### config.mk
export PLATFORM = sky130hd
export DESIGN_NAME = cfgShadow
export DESIGN_NICKNAME = d
export VERILOG_FILES = /design/src/vWriteBusPkg.sv /design/src/vWriteCfgPkg.sv /design/src/cfgShadow.sv
export SDC_FILE = /design/constraint.sdc
export NUM_CORES = 1
export LEC_CHECK = 0
export BUFFER_PORTS_ARGS = -buffer_cell sky130_fd_sc_hd__buf_4
export CAP_MARGIN = 20
export CORE_AREA = 2 2 113 115
export DETAILED_ROUTE_END_ITERATION = 8
export DIE_AREA = 0 0 115 117
export PLACE_DENSITY = 0.77
export SYNTH_ARGS = -nofsm -noshare
export SYNTH_HDL_FRONTEND = slang
export SYNTH_SLANG_ARGS = --single-unit
### constraint.sdc
create_clock -name clk -period 10 [get_ports clk]
set_input_delay 0.5 -clock clk [delete_from_list [all_inputs] [get_ports clk]]
set_output_delay 0.5 -clock clk [all_outputs]
set_load 0.01 [all_outputs]
### src/vWriteBusPkg.sv
package vWriteBusPkg;

   // system bus byte address
   localparam int ioAddrW = 32;

   // one stream word, one memory word, one bus beat
   localparam int dataW = 32;

   typedef logic [dataW-1:0] dataT;

   // write request on the data bus
   typedef struct packed {
      logic [ioAddrW-1:0] addr;
      dataT               wdata;
      logic [dataW/8-1:0] wstrb;
   } busReqT;

endpackage

### src/vWriteCfgPkg.sv
package vWriteCfgPkg;

   import vWriteBusPkg::*;

   // 1024 words of local memory
   localparam int memAddrW = 10;

   // period, duty and delay counts
   localparam int periodW = 10;

   // one extra bit so a full memory fits in the drain size
   localparam int ioSizeW = memAddrW + 1;

   // store side, two-level address generator
   typedef struct packed {
      logic [memAddrW-1:0] iterations;
      logic [periodW-1:0]  period;
      logic [periodW-1:0]  duty;
      logic [periodW-1:0]  delay;
      logic [memAddrW-1:0] start;
      logic [memAddrW-1:0] shift;
      logic [memAddrW-1:0] incr;
      logic [memAddrW-1:0] iterations2;
      logic [memAddrW-1:0] shift2;
      logic                reverse;
   } storeCfgT;

   // drain side, linear block to system memory
   typedef struct packed {
      logic [ioAddrW-1:0]  extAddr;
      logic [memAddrW-1:0] intAddr;
      logic [ioSizeW-1:0]  size;
   } drainCfgT;

   // whole configuration word
   typedef struct packed {
      storeCfgT store;
      drainCfgT drain;
   } vWriteCfgT;

endpackage

### src/cfgShadow.sv
module cfgShadow
(
   input  logic                     clk,
   input  logic                     rst,
   input  logic                     cfgValid,
   output logic                     cfgReady,
   input  vWriteCfgPkg::vWriteCfgT  cfg,
   input  logic                     done,
   output logic                     run,
   output vWriteCfgPkg::vWriteCfgT  cfgHeld
);

   import vWriteCfgPkg::*;

   logic busy;
   logic accept;

   assign accept = cfgValid && cfgReady;
   assign cfgReady = !busy;

   always_ff @(posedge clk)
   begin
      if (rst)
      begin
         busy <= 1'b0;
         run <= 1'b0;
      end
      else
      begin
         run <= accept;
         if (accept)
         begin
            busy <= 1'b1;
         end
         // done is masked during the run cycle, so the first high is the real end
         else if (busy && !run && done)
         begin
            busy <= 1'b0;
         end
      end
   end

   always_ff @(posedge clk)
   begin
      if (accept)
      begin
         cfgHeld <= cfg;
      end
   end

   runPulse: assert property (@(posedge clk) disable iff (rst) run |=> !run)
      else $error("run held for more than one cycle");

endmodule

==> parameters.txt <==
Parameter                              Value

STA
  Setup tns final ... 0 ps
  RSZ-0062 raised after global routing ... no
  Fmax achieved ... 619.3 MHz
  Final count of hold timing violations ... 0
  Final max-slew violation count ... 0
  Final setup violation count ... 0
  Max_slew headroom ... 0.3783
  Clock period minus final worst setup slack ... around 1600 ps
  Hold Worst Slack ... ~270 ps
  Crit path setup slack, layout ... 8385 ps
  Slew @ Worst Pin ... 932.6 ps
  Part of the cycle the worst path needs ... 0.1615
  Clock tree skew after final layout ... 3.165 ps

Global route
  Met1 usage in global routing ... 0.1469
  Most used routing layer ... met2
  Initial antenna violation count ... 1
  Largest net degree at the start of global routing ... 76
  Global-route track usage on met2 ... 0.2380
  Wire length of the first global-routing pass ... 14080 µm
  Leftover overflow at the end of global routing ... 0
  Met3 usage ... 0.07827
  Number of global-route vias before repair ... 2791
  Global-route usage over all layers ... 0.1457

Synthesis
  Predominant post-synthesis flop cell ... edfxtp_1
  Adder-Cell Fraction of Synth Area ... 0
  Multiplexer fraction of the synthesized cell area ... 0
  Netlist area before placement ... 4397 µm²
  Dominant cell by count in the synthesized netlist ... edfxtp_1
  Ranking of synthesized cells by instance count ... edfxtp_1 (144), dfxtp_1 (2), inv_1 (2), nor2b_1 (2)
  Cell taking the most area after synthesis ... edfxtp_1
  Sequential fraction of the synthesis area ... 0.9926
  Count of mapped cells out of synthesis ... 152
  Register bit total from synthesis ... 146
  Syn avg cell area ... around 29 µm²
  Synth area leaders ... edfxtp_1 (98%), dfxtp_1 (0.91%), nor2b_1 (0.28%), a311oi_1 (0.20%), inv_1 (0.17%)
  Syn nets ... 300
  Syn. warnings ... 0
  Main combinational cell family by area after synthesis ... simple AND/OR/NAND/NOR gates
  Number of flops mapped to enable cells by yosys ... 144
  Number of different library cells in the post-synthesis netlist ... 6
  Share of the synthesized area in compound gates (AO/OA/AOI/OAI) ... 0.001992
  Basic-gate share of the synthesized area counting and, or, nand and nor cells ... 0.003699
  Post-synth ARST share ... 0
  XOR/XNOR Fraction of Synth Area ... 0
  Area fraction of the dominant cell type after synthesis ... 0.9835

Floorplan
  Die Span X ... approximately 120 µm
  Total Die Area ... 13460 µm²
  Placement Rows ... between 40 and 50
  Chip Height ... 117 µm
  Core region area ... 12310 µm²
  IO Count ... 294
  Effective utilization at floorplan ... 0.3571

Worst hold path
  Hold Path Class ... input pin to flip-flop
  Worst hold endpoint ... cfgHeld[130]$_DFFE_PP_
  Hold depth ... 1
  Startpoint of the tightest hold check path ... cfg[130]

Clock tree
  Sinks on Clock Net ... 146
  Clock Latency Late Sink ... 410 ps
  Worst-path clk slew ... 60 ps
  Count of H-tree levels built during CTS ... 4
  Cell chosen for the clock root ... clkbuf_16
  Hold bufs inserted after CTS ... 0
  Quantity of gates resized following cts ... 0
  Post-CTS setup buffer count ... 0
  Number of buffers added by the clock tree synthesis step ... 17
  TritonCTS clock tree ... yes
  Clock Tree Buf Depth ... 2

Detailed routing
  Average wire per cell in the routed design ... 16.32 µm
  Average vias per placed instance ... around 4.3
  DR iter-0 viols ... 144
  Residual antenna-violating net count after detailed routing ... 0
  DRC ... 0
  Total wirelength of the detailed-routed design ... 10270 µm
  Number of iterations in the first detailed-routing pass ... 4
  Total number of vias ... 2715

Placement
  Minimum setup slack after placement ... 8126 ps
  Quantity of I/O buffers inserted on ports ... 293
  Final weighted congestion in routability-driven placement ... 0.6969
  Placed cell area ... 6807 µm²
  Placed insts ... roughly 600

Layout
  Net count, final ... 614
  Final instance area ... 7295 µm²
  Area delta synth->final ... 65.91%
  Fraction of final layout cells with drive strength greater than 1 ... 0.6674
  Fin cells ... 629
  Share of the core filled with cells in the final layout ... 0.5925

Setup path
  Standard cell with the maximum stage delay on the critical path ... buf_4
  Worst r2r path cells ... 2
  Critical path endpoint category ... flip-flop
  Largest incremental delay on the critical path ... 710 ps
  WP data arrival ... 1640 ps
  Startpoint of the lowest-slack register-to-register path ... busy$_SDFFE_PP0P_
  Kind of critical path ... flip-flop to flip-flop
  CP cell instances ... nor2b_4 > buf_4
  Crit path required time ... around 10000 ps
  Setup slack, reg-to-reg ... between 8000 and 9000 ps
  Category of the worst setup path launch point ... flip-flop
  End of the worst register-to-register path ... cfgHeld[58]$_DFFE_PP_
  Worst-path fanout max ... between 70 and 80

Pwr
  Internal power ... between 1 and 1.5 mW
  Share of total power consumed by net switching ... 0.2049
  Sequential fraction of design power ... 0.525
  Leak pwr ... 3.073 nW
  Clock group share of total power ... 0.379
  Power after layout ... 1.388 mW
  Net switching power ... 0.2844 mW
  Max VDD drop ... 0.1145 mV
  Cell area power density ... 190.3 nW/µm²
  Combinational cell fraction of total power ... 0.096

Flow run
  Number of violations of the max-capacitance limit ... 0

Run status
  Result of the run ... complete, no violations
-- power by group through the flow --
stage	sequential [mW]	clock (mW)	combinational (mW)
4_1_cts	0.730	0.540	0.136
5_1_grt	0.733	0.563	0.143
3_5_place_dp	0.742	0	0.135
3_3_place_gp	0.740	0	0.133
6_report	0.729	0.526	0.133
2_1_floorplan	0.768	0	0.0129
-- how the worst max path moves through the flow --
stage                       from                      to  slack, ps  cells past startpoint
5_1_grt        busy$_SDFFE_PP0P_  cfgHeld[124]$_DFFE_PP_       8260                      2
3_5_place_dp            cfgValid  cfgHeld[101]$_DFFE_PP_       8130                      3
3_3_place_gp            cfgValid  cfgHeld[141]$_DFFE_PP_       8180                      3
4_1_cts        busy$_SDFFE_PP0P_  cfgHeld[132]$_DFFE_PP_       8380                      2
6_report       busy$_SDFFE_PP0P_   cfgHeld[58]$_DFFE_PP_       8390                      2
2_1_floorplan           cfgValid    cfgHeld[0]$_DFFE_PP_       2580                      1
-- final cells by class --
cell class                      count  area, µm²
Clock inverter                     10      45.04
Antenna cell                        1      2.502
Multi-Input combinational cell      4      32.53
Inverter                            2      7.507
Sequential cell                   146       4364
Tap cell                          150      187.7
Timing Repair Buffer              295       2215
Clock buffer                       21      440.4
Fill cell                         950       5017
-- critical path: cells and delay by family, from the launching register on --
family / cells / cell delay (ps)
flip-flops: 1 / 350
buffers and inverters: 1 / 710
AND/OR/NAND/NOR: 1 / 120
-- flip-flops by register name, summed over array words and instances, names as in the netlist --
| name | flops |
|---|---|
| cfgHeld | 144 |
| busy | 1 |
| run | 1 |
-- placed cells by master, fill, tap and decap left out --
master,count
clkbuf_1,4
nor2_1,1
clkbuf_16,17
buf_4,295
nor2b_4,1
diode_2,1
dfxtp_1,2
clkinv_1,4
edfxtp_1,144
clkinv_2,6
inv_1,2
a311oi_1,1
nor2b_1,1
-- cells by family (layout without fill, tap and decap cells) --
kind of cell,count (synthesis),after routing
DFF,146,146
and+or+nand+nor,3,3
buffers and inverters,2,328
AOI/OAI and AO/OA,1,1
other,0,1
-- routing by layer --
layer	wire [µm]	share of wire
met1	3537	0.34
met2	5281	0.51
met3	1204	0.12
met4	244	0.024
met5	0	0
(Power assumes the default switching activity.)
